==> config.mk <==
export PLATFORM = sky130hd
export DESIGN_NAME = sys_info_top
export DESIGN_NICKNAME = d
export VERILOG_FILES = /design/src/logic/sys_info_pkg.sv /design/src/logic/bcd_counter.sv /design/src/logic/sample_rate_meter.sv /design/src/logic/bank_ready_stats.sv /design/src/logic/status_select.sv /design/src/logic/sys_info_top.sv
export SDC_FILE = /design/constraint.sdc
export NUM_CORES = 1
export LEC_CHECK = 0
export BUFFER_PORTS_ARGS = -buffer_cell sky130_fd_sc_hd__buf_2
export CAP_MARGIN = 5
export CORE_ASPECT_RATIO = 1.1
export CORE_MARGIN = 2
export CORE_UTILIZATION = 50
export DETAILED_ROUTE_END_ITERATION = 10
export PLACE_DENSITY = 0.77
export SETUP_SLACK_MARGIN = 0.05
export SYNTH_ARGS = -nofsm -noshare
export SYNTH_HDL_FRONTEND = slang
export SYNTH_SLANG_ARGS = --single-unit
==> constraint.sdc <==
create_clock -name clk -period 9.5 [get_ports clk]
set_input_delay 0.95 -clock clk [delete_from_list [all_inputs] [get_ports clk]]
set_output_delay 0.95 -clock clk [all_outputs]
set_load 0.005 [all_outputs]
==> src/logic/sys_info_pkg.sv <==
package sys_info_pkg;

    // host side
    typedef logic [7:0] status_byte_t;   // one byte as seen by the host
    typedef logic [7:0] status_addr_t;

    // bcd values
    typedef logic [3:0]  bcd_digit_t;
    typedef logic [19:0] frame_bcd_t;    // five digits, msd in [19:16]
    typedef logic [7:0]  rate_bcd_t;     // two digits, samples per ms

    // sdram banks
    localparam int NUM_BANKS = 4;
    typedef logic [NUM_BANKS-1:0] bank_rdy_t;   // one ready strobe per bank

    // status address fields
    localparam int ADDR_GRP_HI = 7;      // group select
    localparam int ADDR_GRP_LO = 6;
    localparam int ADDR_SUB_HI = 5;      // item within group 1 and 3
    localparam int ADDR_SUB_LO = 4;
    localparam int ADDR_SEL_HI = 3;      // second level in group 1
    localparam int ADDR_SEL_LO = 2;
    localparam int ADDR_IDX_HI = 1;      // byte or bank index
    localparam int ADDR_IDX_LO = 0;

    // group codes
    localparam logic [1:0] GRP_FRAME = 2'd0;
    localparam logic [1:0] GRP_SYS   = 2'd1;    // sound, rate, download, dips
    localparam logic [1:0] GRP_BANK  = 2'd2;
    localparam logic [1:0] GRP_IO    = 2'd3;    // core mode, mouse

    // second level of group 1, sub field 3
    localparam logic [1:0] SEL_DLOAD = 2'd0;
    localparam logic [1:0] SEL_DIPSW = 2'd1;

endpackage

==> src/logic/bcd_counter.sv <==
module bcd_counter #(
    parameter int DIGITS = 2,
    parameter bit WRAP   = 1'b1     // 0 holds at all nines
) (
    input  logic                  rst,
    input  logic                  clk,
    input  logic                  clr,
    input  logic                  up,
    output logic [DIGITS*4-1:0]   cnt
);
    import sys_info_pkg::*;

    bcd_digit_t      dig [DIGITS];
    logic [DIGITS:0] carry;         // carry[i] increments digit i
    logic            hold;

    // ripple carry, each digit passes on only when it sits at nine
    always_comb begin
        carry[0] = up;
        for (int i = 0; i < DIGITS; i++) begin
            carry[i+1] = carry[i] && (dig[i] == 4'd9);
        end
    end

    assign hold = carry[DIGITS] && !WRAP;  // saturating at top

    always_ff @(posedge clk, posedge rst) begin
        if (rst) begin
            for (int i = 0; i < DIGITS; i++) begin
                dig[i] <= '0;
            end
        end else if (clr) begin     // clear wins over up
            for (int i = 0; i < DIGITS; i++) begin
                dig[i] <= '0;
            end
        end else if (!hold) begin
            for (int i = 0; i < DIGITS; i++) begin
                if (carry[i]) begin
                    dig[i] <= (dig[i] == 4'd9) ? 4'd0 : dig[i] + 4'd1;
                end
            end
        end
    end

    // flatten, digit 0 in the low nibble
    always_comb begin
        for (int i = 0; i < DIGITS; i++) begin
            cnt[i*4 +: 4] = dig[i];
        end
    end

endmodule

==> src/logic/sample_rate_meter.sv <==
module sample_rate_meter #(
    parameter int MCLK_PER_MS = 48000   // clocks in one window
) (
    input  logic                    rst,
    input  logic                    clk,
    input  logic                    sample,
    output sys_info_pkg::rate_bcd_t srate
);
    import sys_info_pkg::*;

    localparam int WIN_W = $clog2(MCLK_PER_MS + 1);

    logic [WIN_W-1:0] win_cnt;      // 0 .. MCLK_PER_MS-1
    logic             win_end;
    logic             sample_r;     // sample as seen on clk
    logic             sample_l;
    logic             sample_up;
    rate_bcd_t        scnt;         // running count for this window

    assign win_end   = win_cnt == WIN_W'(MCLK_PER_MS - 1);
    assign sample_up = sample_r & ~sample_l;    // rising edge of registered sample

    always_ff @(posedge clk, posedge rst) begin
        if (rst) begin
            sample_r <= 1'b0;
            sample_l <= 1'b0;
            win_cnt  <= '0;
            srate    <= '0;
        end else begin
            sample_r <= sample;
            sample_l <= sample_r;
            if (win_end) begin
                win_cnt <= '0;
                srate   <= scnt;    // publish once per ms
            end else begin
                win_cnt <= win_cnt + 1'b1;
            end
        end
    end

    // an edge in the last window cycle is dropped by the clear
    bcd_counter #(
        .DIGITS ( 2         ),
        .WRAP   ( 1'b0      )       // stick at 99
    ) u_sample_cnt (
        .rst    ( rst       ),
        .clk    ( clk       ),
        .clr    ( win_end   ),
        .up     ( sample_up ),
        .cnt    ( scnt      )
    );

endmodule

==> src/logic/bank_ready_stats.sv <==
module bank_ready_stats (
    input  logic                       rst,
    input  logic                       clk,
    input  sys_info_pkg::bank_rdy_t    rdy,
    input  logic                       frame_end,
    output sys_info_pkg::status_byte_t bank0_cnt,
    output sys_info_pkg::status_byte_t bank1_cnt,
    output sys_info_pkg::status_byte_t bank2_cnt,
    output sys_info_pkg::status_byte_t bank3_cnt
);
    import sys_info_pkg::*;

    status_byte_t cnt [NUM_BANKS];  // running, this frame
    status_byte_t lat [NUM_BANKS];  // last full frame

    always_ff @(posedge clk, posedge rst) begin
        if (rst) begin
            for (int i = 0; i < NUM_BANKS; i++) begin
                cnt[i] <= '0;
                lat[i] <= '0;
            end
        end else begin
            for (int i = 0; i < NUM_BANKS; i++) begin
                if (frame_end) begin
                    lat[i] <= cnt[i];
                    // a strobe on the boundary belongs to the new frame
                    cnt[i] <= status_byte_t'(rdy[i]);
                end else if (rdy[i] && cnt[i] != '1) begin
                    cnt[i] <= cnt[i] + 8'd1;   // saturates at 255
                end
            end
        end
    end

    assign bank0_cnt = lat[0];
    assign bank1_cnt = lat[1];
    assign bank2_cnt = lat[2];
    assign bank3_cnt = lat[3];

endmodule

==> src/logic/status_select.sv <==
module status_select (
    input  logic                       rst,
    input  logic                       clk,
    input  logic                       run,
    input  logic                       dip_flip,
    input  logic                       game_led,
    input  logic                       lvbl,
    input  logic [6:0]                 core_mod,
    input  logic [5:0]                 snd_en,
    input  logic [5:0]                 snd_vu,
    input  logic [1:0]                 dial_x,
    input  logic [23:0]                dipsw,
    input  logic                       ioctl_ram,
    input  logic                       ioctl_rom,
    input  logic                       ioctl_cart,
    input  logic [8:0]                 mouse_dx,
    input  logic [8:0]                 mouse_dy,
    input  logic [7:0]                 mouse_f,
    input  sys_info_pkg::rate_bcd_t    srate,
    input  sys_info_pkg::status_byte_t bank0_cnt,
    input  sys_info_pkg::status_byte_t bank1_cnt,
    input  sys_info_pkg::status_byte_t bank2_cnt,
    input  sys_info_pkg::status_byte_t bank3_cnt,
    input  sys_info_pkg::status_addr_t st_addr,
    output logic                       frame_end,
    output sys_info_pkg::status_byte_t st_dout
);
    import sys_info_pkg::*;

    logic         lvbl_r, lvbl_l;   // two stage history of blanking
    logic         frame_up;         // registered vb exit strobe
    frame_bcd_t   frame_bcd;
    logic [1:0]   grp, sub, sel, idx;
    status_byte_t st_next;

    assign grp = st_addr[ADDR_GRP_HI:ADDR_GRP_LO];
    assign sub = st_addr[ADDR_SUB_HI:ADDR_SUB_LO];
    assign sel = st_addr[ADDR_SEL_HI:ADDR_SEL_LO];
    assign idx = st_addr[ADDR_IDX_HI:ADDR_IDX_LO];

    always_ff @(posedge clk, posedge rst) begin
        if (rst) begin
            lvbl_r    <= 1'b0;
            lvbl_l    <= 1'b0;
            frame_up  <= 1'b0;
            frame_end <= 1'b0;
        end else begin
            lvbl_r    <= lvbl;
            lvbl_l    <= lvbl_r;
            frame_up  <= lvbl_r & ~lvbl_l & run;   // leaving blank, game running
            frame_end <= ~lvbl_r & lvbl_l;         // entering blank
        end
    end

    // address map
    always_comb begin
        st_next = '0;   // unmapped reads give zero
        case (grp)
            GRP_FRAME: case (idx)
                2'd0:    st_next = frame_bcd[15:8];
                2'd1:    st_next = frame_bcd[7:0];
                2'd2:    st_next = {4'd0, frame_bcd[19:16]};
                default: st_next = '0;
            endcase
            GRP_SYS: case (sub)
                2'd0: st_next = {2'd0, snd_vu};
                2'd1: st_next = {2'd0, snd_en};
                2'd2: st_next = srate;
                default: begin
                    if (sel == SEL_DLOAD) begin
                        st_next = {3'd0, ioctl_ram, 2'd0, ioctl_cart, ioctl_rom};
                    end else if (sel == SEL_DIPSW && idx != 2'd3) begin
                        st_next = dipsw[idx*8 +: 8];    // one dip byte
                    end
                end
            endcase
            GRP_BANK: case (idx)
                2'd0: st_next = bank0_cnt;
                2'd1: st_next = bank1_cnt;
                2'd2: st_next = bank2_cnt;
                2'd3: st_next = bank3_cnt;
            endcase
            GRP_IO: case (sub)
                2'd0: st_next = {core_mod[3:0], dial_x, game_led, dip_flip};
                2'd1: st_next = mouse_dx[8:1];   // drop lsb
                2'd2: st_next = mouse_dy[8:1];
                2'd3: st_next = mouse_f;
            endcase
        endcase
    end

    always_ff @(posedge clk, posedge rst) begin
        if (rst) st_dout <= '0;
        else     st_dout <= st_next;     // data one clock after address
    end

    bcd_counter #(
        .DIGITS ( 5         ),
        .WRAP   ( 1'b1      )            // 99999 rolls to 0
    ) u_frame_cnt (
        .rst    ( rst       ),
        .clk    ( clk       ),
        .clr    ( 1'b0      ),
        .up     ( frame_up  ),
        .cnt    ( frame_bcd )
    );

endmodule

==> src/logic/sys_info_top.sv <==
module sys_info_top #(
    parameter int MCLK_PER_MS = 48000
) (
    input  logic                       rst,
    input  logic                       clk,
    input  logic                       run,
    input  logic                       dip_flip,
    input  logic                       game_led,
    input  logic                       lvbl,
    input  logic [6:0]                 core_mod,
    input  logic [5:0]                 snd_en,
    input  logic [5:0]                 snd_vu,
    input  logic [1:0]                 dial_x,
    input  logic [23:0]                dipsw,
    input  logic                       ioctl_ram,
    input  logic                       ioctl_rom,
    input  logic                       ioctl_cart,
    input  logic [8:0]                 mouse_dx,
    input  logic [8:0]                 mouse_dy,
    input  logic [7:0]                 mouse_f,
    input  logic                       sample,
    input  sys_info_pkg::bank_rdy_t    ba_rdy,
    input  sys_info_pkg::status_addr_t st_addr,
    output sys_info_pkg::status_byte_t st_dout
);
    import sys_info_pkg::*;

    rate_bcd_t    srate;            // latched each ms
    status_byte_t bank0_cnt, bank1_cnt, bank2_cnt, bank3_cnt;
    logic         frame_end;        // from control, once per frame

    // names line up with the control ports
    status_select u_select (.*);

    sample_rate_meter #(
        .MCLK_PER_MS ( MCLK_PER_MS )
    ) u_rate (
        .rst    ( rst    ),
        .clk    ( clk    ),
        .sample ( sample ),
        .srate  ( srate  )
    );

    bank_ready_stats u_stats (
        .rst       ( rst       ),
        .clk       ( clk       ),
        .rdy       ( ba_rdy    ),
        .frame_end ( frame_end ),
        .bank0_cnt ( bank0_cnt ),
        .bank1_cnt ( bank1_cnt ),
        .bank2_cnt ( bank2_cnt ),
        .bank3_cnt ( bank3_cnt )
    );

endmodule

# After elaboration in Yosys (flattened, before gate mapping)
# Cells that the tools add are included.
[word_totals]
word_cells = 118
regBits = 130
in_bits = 93
output_inout_bits = 8
[op_classes]
reduce_logical = 23
shifts = 1
bitwise_logic = 7
muxes = 27
eq_ne = 24
n_addsub = 12
[ops]
columns = ["cell", "n"]
rows = [
  ["$mux W8", 12],
  ["$pmux W8 S4", 3],
  ["$pmux W8 S3", 2],
  ["$mux W4", 9],
  ["$add A8 B1 Y8 const B", 4],
  ["$ne A8 B8 Y1 const B", 4],
  ["$add A4 B1 Y4 const B", 7],
  ["$eq A4 B4 Y1 const B", 7],
  ["$shiftx A24 B6 Y8", 1],
  ["$add A16 B1 Y16 const B", 1],
  ["$eq A16 B16 Y1 const B", 1],
  ["$mux W16", 1],
  ["$eq A2 B2 Y1 const B", 6],
  ["$reduce_bool A2 Y1", 6],
  ["$logic_and A1 B1 Y1", 11],
  ["$eq A2 B1 Y1 const B", 4],
  ["$logic_not A2 Y1", 4],
  ["$and A1 B1 Y1", 4],
  ["$ne A2 B2 Y1 const B", 2],
  ["$reduce_and A2 Y1", 2],
  ["$not A1 Y1", 3],
]

# Longest topological paths before layout
# Gate-level depths: netlist (run 1).
[logic_depth]
depth_word = 6
depth_mapped = 8
mapped_depth_nobuf = 6

# Hierarchy
# A second synthesis (run 1) with hierarchy kept.
[unflattened]
hier_cells = 702
area_unflattened_um2 = 7439.6
[modules_own_cells]
columns = ["module", "cells_per_inst", "seq_area_each_um2", "area_per_inst_um2", "n_inst"]
rows = [
  ["bank_ready_stats", 272, 1601.5, 3098.0, 1],
  ["status_select", 157, 300.3, 1545.2, 1],
  ["bcd_counter at u_select.u_frame_cnt", 130, 500.5, 1199.9, 1],
  ["sample_rate_meter", 93, 650.6, 1121.1, 1],
  ["bcd_counter at u_rate.u_sample_cnt", 50, 200.2, 475.5, 1],
]

# Worst setup path after synthesis (run 1)
# Ideal clock, no wire load.
[synth_timing]
path_type = "input-to-reg"
start = "input port st_addr[0]"
end = "register u_select.st_dout[3]"
setup_slack_ps = 7341
n_path_buf = 1
cell_stages = 5
t_arrival_ps = 2033
t_required_ps = 9373
setup_ps = 127
path_cell_list = "buf_6 > mux4_2 > mux2_2 > a22oi_1 > o21ai_1"
[synth_between]
elab_chain_cells = 6
word_cells_on_any_way = 13
cone_classes = "eq/ne (4); shift (1); mux (6); reduce/logical (2)"
[synth_lines]
columns = ["item", "line_no", "rtl"]
rows = [
  ["start, declared", "sys_info_top.sv:23", "input sys_info_pkg::status_addr_t st_addr,"],
  ["branches (longest 5 deep; another with $shiftx A24 B6 Y8)", "n/a", ""],
  ["$pmux W8 S4 *", "status_select.sv:58", "case (grp)"],
  ["net u_select.st_next[3]", "status_select.sv:34", "status_byte_t st_next;"],
  ["end signal, assigned", "status_select.sv:94", "else st_dout <= st_next;"],
  ["end, declared", "status_select.sv:26", "output sys_info_pkg::status_byte_t st_dout"],
]
# Mark *: on every way through the listed nets, which the timed path passes.
# A chain may end at the register's enable or synchronous reset.

# Final worst setup path (run 1)
[layout_timing]
start = "input port st_addr[1]"
end = "register u_select.st_dout[2]"
# Same word-level chain as after synthesis.

==> results.sh, run 1 <==
export IMPL_fin_area_mm2=0.008179
export IMPL_min_path_type="reg2reg"
export IMPL_fill_cells=1156
export IMPL_drv_cap=0
export IMPL_path_clk_slew_ps=60
export IMPL_layout_drive_gt1_share_pct=28.73
export IMPL_ys_types=68
export IMPL_crit_end="u_select.st_dout[2]$_DFF_PP0_"
export IMPL_dpl_cell_area_mm2=0.007543
export IMPL_dr_pass1_iters=5
export IMPL_drt_wl_total_um=16210
export IMPL_synth_edf_count=0
export IMPL_pin_count=101
export IMPL_regToRegStartpoint="u_rate.win_cnt[0]$_DFF_PP0_"
export IMPL_regToRegSetupSlack_ps=7070
export IMPL_critPathLaunchType="primary input"
export IMPL_place_ws_ps=6583
export IMPL_grt_remaining_overflow=0
export IMPL_end_kind="flop"
export IMPL_yosysSeqAreaShare_pct=46.49
export IMPL_drc=0
export IMPL_drtIter0Drc=447
export IMPL_rsz0062_at_grt="no"
export IMPL_setup_violations_final=0
export IMPL_dp_hpwl_um=11740
export IMPL_cts_sinks=130
export IMPL_power_density_mw_per_mm2=195.1
export IMPL_fin_hold_ws_ps=376.8
export IMPL_placementRows=45
export IMPL_gr_usage_all_layers_pct=22.81
export IMPL_synthFlopType="dfrtp_1"
export IMPL_placed_cells=880
export IMPL_n_antenna_cell=0
export IMPL_final_setup_tns_ps=0
export IMPL_fin_crit_sh_pct=27.12
export IMPL_syn_area_mm2=0.006997
export IMPL_arrival_ps=2870
export IMPL_synth_common_cells="130 x dfrtp_1, 49 x mux2_2, 43 x nor2_1, 36 x nand2_1, 27 x mux2i_1"
export IMPL_grt_start_max_net_pins=88
export IMPL_ys_async_sr_fraction_pct=100.0
export IMPL_period_needed_ps=2576
export IMPL_cts_setup_buffers=0
export IMPL_post_cts_resized=0
export IMPL_fp_dieW_um=116.8
export IMPL_grt_pass1_wl_um=26050
export IMPL_postCtsHoldBufs=0
export IMPL_synth_fp_nets=724
export IMPL_worst_pin_slew_ps=1086
export IMPL_finalClockSkew_ps=8.058
export IMPL_root_buffer="clkbuf_16"
export IMPL_via_per_inst=5.827
export IMPL_slew_viol_final=0
export IMPL_antenna_found_initial=1
export IMPL_cts_max_level=4
export IMPL_synth_area_leaders="dfrtp_1 46%, mux2_2 7.9%, mux4_2 5.2%, mux2i_1 3.9%, xor2_1 3.0%"
export IMPL_cts_made_buffers=17
export IMPL_ys_warn_count=0
export IMPL_slowest_delay_ps=780
export IMPL_crit_path_top_delay_cell="nor2b_1"
export IMPL_die_area_mm2=0.01496
export IMPL_finalHoldViolations=0
export IMPL_worst_slack_ps=6924
export IMPL_initial_core_util_pct=50.93
export IMPL_path_cells="buf_2 > nor2b_1 > o2bb2ai_1 > a211oi_1 > o31ai_1"
export IMPL_required_ps=9800
export IMPL_num_vias=5314
export IMPL_relSlewSlack_pct=27.58
export IMPL_run_status="completed"
export IMPL_crit_type="in2reg"
export IMPL_cts_tree="built"
export IMPL_r2r_end="u_rate.srate[0]$_DFFE_PP0N_"
export IMPL_cp_max_fo=24
export IMPL_place_congestion=0.8575
export IMPL_die_height_um=128.1
export IMPL_syn_to_final_growth_pct=16.90
export IMPL_cts_path_max_buffers=2
export IMPL_synth_top_cell_area_share_pct=46.49
export IMPL_coreArea_mm2=0.01374
export IMPL_synth_seq_cells=130
export IMPL_yosys_area_top_type="dfrtp_1"
export IMPL_fin_nets=813
export IMPL_netlist_instances=622
export IMPL_grt_pass1_vias=5242
export IMPL_fin_cells=912
export IMPL_antenna_left=0
export IMPL_routedWlPerCell_um=17.78
export IMPL_synth_most_common_cell="dfrtp_1"
export IMPL_power_leakage_nw=3.728
export IMPL_io_buffers=95
export IMPL_rr_worst_depth=5
export IMPL_clk_latency_ps=420
export IMPL_fmax_mhz=388.2
export IMPL_critical_path_startpoint="st_addr[1]"
export IMPL_avgSynthCellArea_um2=11.25
export IMPL_peakVddDrop_v=0.0001369
## kinds of logic after synthesis
logic type | after synthesis | synth area share, %
AOI/OAI and AO/OA | 106 | 10.55
xor gates and xnor gates | 40 | 5.007
adders and majority gates | 9 | 1.609
buffers and inverters | 51 | 3.898
DFF | 130 | 46.49
muxes | 92 | 16.90
and+or+nand+nor | 194 | 15.54
## cell type report
| cell class | instances | area, µm² | area share, % |
|---|---|---|---|
| repair buffers | 97 | 490.5 | 5.997 |
| flip-flops and latches | 130 | 3254 | 39.79 |
| clock buffers | 19 | 452.9 | 5.538 |
| well taps | 188 | 235.2 | 2.876 |
| multi-input cells | 441 | 3471 | 42.44 |
| inverters | 24 | 92.59 | 1.132 |
| clock inverters | 13 | 182.7 | 2.233 |
## worst min path at each step
| stage | start | endpoint | slack, ps | cells past startpoint |
|---|---|---|---|---|
| 2_1_floorplan | u_rate.sample_r$_DFF_PP0_ | u_rate.sample_l$_DFF_PP0_ | 350 | 0 |
| 3_3_place_gp | u_rate.sample_r$_DFF_PP0_ | u_rate.sample_l$_DFF_PP0_ | 360 | 0 |
| 3_5_place_dp | u_rate.sample_r$_DFF_PP0_ | u_rate.sample_l$_DFF_PP0_ | 360 | 0 |
| 4_1_cts | u_rate.sample_r$_DFF_PP0_ | u_rate.sample_l$_DFF_PP0_ | 380 | 0 |
| 5_1_grt | u_rate.sample_r$_DFF_PP0_ | u_rate.sample_l$_DFF_PP0_ | 390 | 0 |
| 6_report | u_rate.sample_r$_DFF_PP0_ | u_rate.sample_l$_DFF_PP0_ | 380 | 0 |
## where the power goes
group	leakage, nW	total (W)	switching [W]	internal (W)
logic	1.70	0.000213	0.000106	0.000107
clock network	0.301	0.000701	0.000249	0.000452
registers	1.73	0.000682	0.0000665	0.000615
total	3.73	0.00160	0.000421	0.00117
## metrics by stage
stage	power [W]	util, %
after global placement	0.0008859	54.91
after CTS	0.001604	59.54
after global routing	0.001664	59.54
after floorplan	0.0008227	-
final	0.001596	59.54
after detailed placement	0.0009028	54.91
## metal layers
layer	global-route usage, %	vias up	wire length, µm
met3	5.201	32	871
met5	0	-	13
met1	28.34	2632	6649
met4	10.59	2	427
met2	37.67	172	8249
li1	-	2476	-
## placed cells by master, fill, tap and decap left out, types with 4 or more instances in the layout
cell / Yosys / routed
o22ai_1: 5 / 5
nand3b_1: 9 / 9
o2bb2ai_1: 9 / 9
o211ai_1: 12 / 12
nand2b_1: 4 / 4
nand2_1: 36 / 36
and3_1: 8 / 8
clkinvlp_4: 0 / 4
dfrtp_1: 130 / 129
bufinv_16: 0 / 4
and4_1: 6 / 6
and2_1: 6 / 6
mux2_2: 49 / 49
xnor2_1: 16 / 16
a221oi_1: 4 / 4
nand3_1: 20 / 20
a21oi_1: 15 / 15
nor2b_1: 10 / 10
inv_1: 23 / 22
ha_1: 9 / 9
clkbuf_16: 0 / 17
xor2_1: 24 / 24
mux4_2: 16 / 16
nand4_1: 16 / 16
o31ai_1: 5 / 5
a211oi_1: 7 / 7
buf_2: 5 / 95
o21ai_0: 26 / 26
nor4_1: 4 / 4
nor3_1: 6 / 6
nor2_1: 43 / 43
mux2i_1: 27 / 27
or3_1: 5 / 5
## state kept, by name, indices dropped and copies added, names as in the netlist, 8 cells and up
| name | count |
|---|---|
| u_rate.srate | 8 |
| u_rate.u_sample_cnt.cnt | 8 |
| u_rate.win_cnt | 16 |
| u_select.st_dout | 8 |
| u_select.u_frame_cnt.cnt | 20 |
| u_stats.bank0_cnt | 8 |
| u_stats.bank1_cnt | 8 |
| u_stats.bank2_cnt | 8 |
| u_stats.bank3_cnt | 8 |
| u_stats.cnt | 32 |
## critical path: cells and delay by family
family	cells	cell delay, ps
simple gates	1	780
compound gates	3	680
buf+inv	1	450
Power figures use the tool's default switching activity.
==> inputs of run 2 (changes only) <==
Settings changed: PLACE_DENSITY 0.77 to 0.8.
Clock period 9.5 ns to 2.3 ns, I/O delays scaled along.
==> run 2 against run 1 <==
  * Routed wire length grew 2.1%
  * Cell count grew 0.99%
  * Die area is the same
  * Final area grew 0.58%
  * Clock skew shrank 1.7 ps
  * Critical path depth grew 1
  * Clock power grew to 3.7 times the previous value
  * Sequential power grew to 4.1 times the previous value
  * Worst setup slack lost 6500 ps
  * Sequential share of layout area shrank 0.23 points
  * Global-route usage grew 0.41 points
  * Critical endpoint is now u_rate.srate[7]$_DFFE_PP0N_
==> results.sh, run 2 (synthesis results as in run 1) <==
export IMPL_power_leakage_nw=3.762
export IMPL_initial_core_util_pct=50.93
export IMPL_die_height_um=128.1
export IMPL_crit_type="reg2reg"
export IMPL_place_congestion=0.9356
export IMPL_peakVddDrop_v=0.0005386
export IMPL_grt_pass1_wl_um=26570
export IMPL_coreArea_mm2=0.01374
export IMPL_largestRegisters="u_stats.cnt x32, u_select.u_frame_cnt.cnt x20, u_rate.win_cnt x16"
export IMPL_final_common_cell="dfrtp_1"
export IMPL_finalClockSkew_ps=6.313
export IMPL_num_vias=5442
export IMPL_critPathLaunchType="flop"
export IMPL_top_register="u_stats.cnt"
export IMPL_cts_max_level=4
export IMPL_drv_cap=0
export IMPL_drtIter0Drc=444
export IMPL_gr_usage_all_layers_pct=23.22
export IMPL_placed_cells=889
export IMPL_grt_start_max_net_pins=78
export IMPL_dp_hpwl_um=12080
export IMPL_rsz0062_at_grt="no"
export IMPL_relSlewSlack_pct=56.78
export IMPL_final_setup_tns_ps=0
export IMPL_clk_latency_ps=410
export IMPL_die_area_mm2=0.01496
export IMPL_cts_made_buffers=17
export IMPL_io_buffers=95
export IMPL_syn_to_final_growth_pct=17.58
export IMPL_power_density_mw_per_mm2=765.6
export IMPL_via_per_inst=5.909
export IMPL_path_clk_slew_ps=60
export IMPL_fmax_mhz=519.8
export IMPL_cts_setup_buffers=0
export IMPL_root_buffer="clkbuf_16"
export IMPL_cp_max_fo=16
export IMPL_fp_dieW_um=116.8
export IMPL_antenna_found_initial=0
export IMPL_postCtsHoldBufs=3
export IMPL_dr_pass1_iters=5
export IMPL_setup_violations_final=0
export IMPL_slowest_delay_ps=380
export IMPL_drc=0
export IMPL_finalHoldViolations=0
export IMPL_slew_viol_final=0
export IMPL_total_power_w=0.006298
export IMPL_regToRegSetupSlack_ps=380
export IMPL_min_path_type="in2reg"
export IMPL_final_cell_mix="129 x dfrtp_1, 95 x buf_2, 49 x mux2_2"
export IMPL_fin_cells=921
export IMPL_cts_sinks=130
export IMPL_end_kind="flop"
export IMPL_required_ps=2600
export IMPL_fin_crit_sh_pct=83.65
export IMPL_period_needed_ps=1924
export IMPL_crit_path_top_delay_cell="dfrtp_1"
export IMPL_cts_tree="built"
export IMPL_worst_pin_slew_ps=647.0
export IMPL_run_status="completed"
export IMPL_drt_wl_total_um=16550
export IMPL_antenna_left=0
export IMPL_layout_drive_gt1_share_pct=28.83
export IMPL_grt_pass1_vias=5469
export IMPL_largest_reg_flops=32
export IMPL_fin_nets=825
export IMPL_placementRows=45
export IMPL_arrival_ps=2220
export IMPL_cts_path_max_buffers=2
export IMPL_grt_remaining_overflow=0
export IMPL_path_cells="ha_1 > and4_4 > and2_4 > and4_1 > buf_4 > mux2_2"
export IMPL_final_core_util_pct=59.88
export IMPL_routedWlPerCell_um=17.97
export IMPL_post_cts_resized=0
export IMPL_pin_count=101
run 2: where the power goes:
group / leakage (nW) / total [W] / switching (W) / internal (W)
Clock: 0.274 / 0.00257 / 0.000923 / 0.00165
Combinational: 1.76 / 0.000907 / 0.000449 / 0.000458
Sequential: 1.73 / 0.00282 / 0.000276 / 0.00254
Total: 3.76 / 0.00630 / 0.00165 / 0.00465
run 2: critical path, delay by kind of cell, from the launching register on:
| kind | cells | cell delay, ps |
|---|---|---|
| simple gates | 3 | 610 |
| flops | 1 | 380 |
| mux | 1 | 360 |
| buf+inv | 1 | 230 |
| fa+ha+maj | 1 | 220 |
run 2: per-stage QoR:
step	worst slack, ps	hold WS, ps	instance area [µm²]
CTS	380.0	31.12	8224
finish	376.1	39.05	8227
global route	279.9	41.61	8224
global placement	445.5	342.1	7637
detailed placement	388.1	339.8	7637
floorplan	460.8	261.4	7000
run 2: layout make-up:
type	instances	area [µm²]
sequential	130	3254
timing repair buffer	109	613.1
inverter	24	93.84
clock buffer	22	474.2
tap	188	235.2
clock inverter	6	82.58
fill	1109	5512
antenna	1	2.502
multi-input combinational	441	3471
run 2: final timing paths:
kind,start,cells past startpoint,endpoint
min in group asynchronous,rst,3,u_select.u_frame_cnt.cnt[1]$_DFFE_PP0P_
max in group asynchronous,rst,4,u_rate.win_cnt[2]$_DFF_PP0_
worst max register to register,u_rate.win_cnt[0]$_DFF_PP0_,6,u_rate.srate[7]$_DFFE_PP0N_
worst min register to register,u_rate.sample_r$_DFF_PP0_,0,u_rate.sample_l$_DFF_PP0_
worst min-delay path,run,3,u_select.frame_up$_DFF_PP0_
worst max-delay path,u_rate.win_cnt[0]$_DFF_PP0_,6,u_rate.srate[7]$_DFFE_PP0N_
run 2: per-layer routing:
| metal | track usage, % | routed length (µm) | vias to the layer above |
|---|---|---|---|
| met5 | 0 | 0 | - |
| met4 | 11.14 | 610 | 0 |
| met3 | 6.478 | 1018 | 52 |
| met2 | 37.30 | 8115 | 197 |
| met1 | 28.88 | 6807 | 2706 |
| li1 | - | - | 2487 |
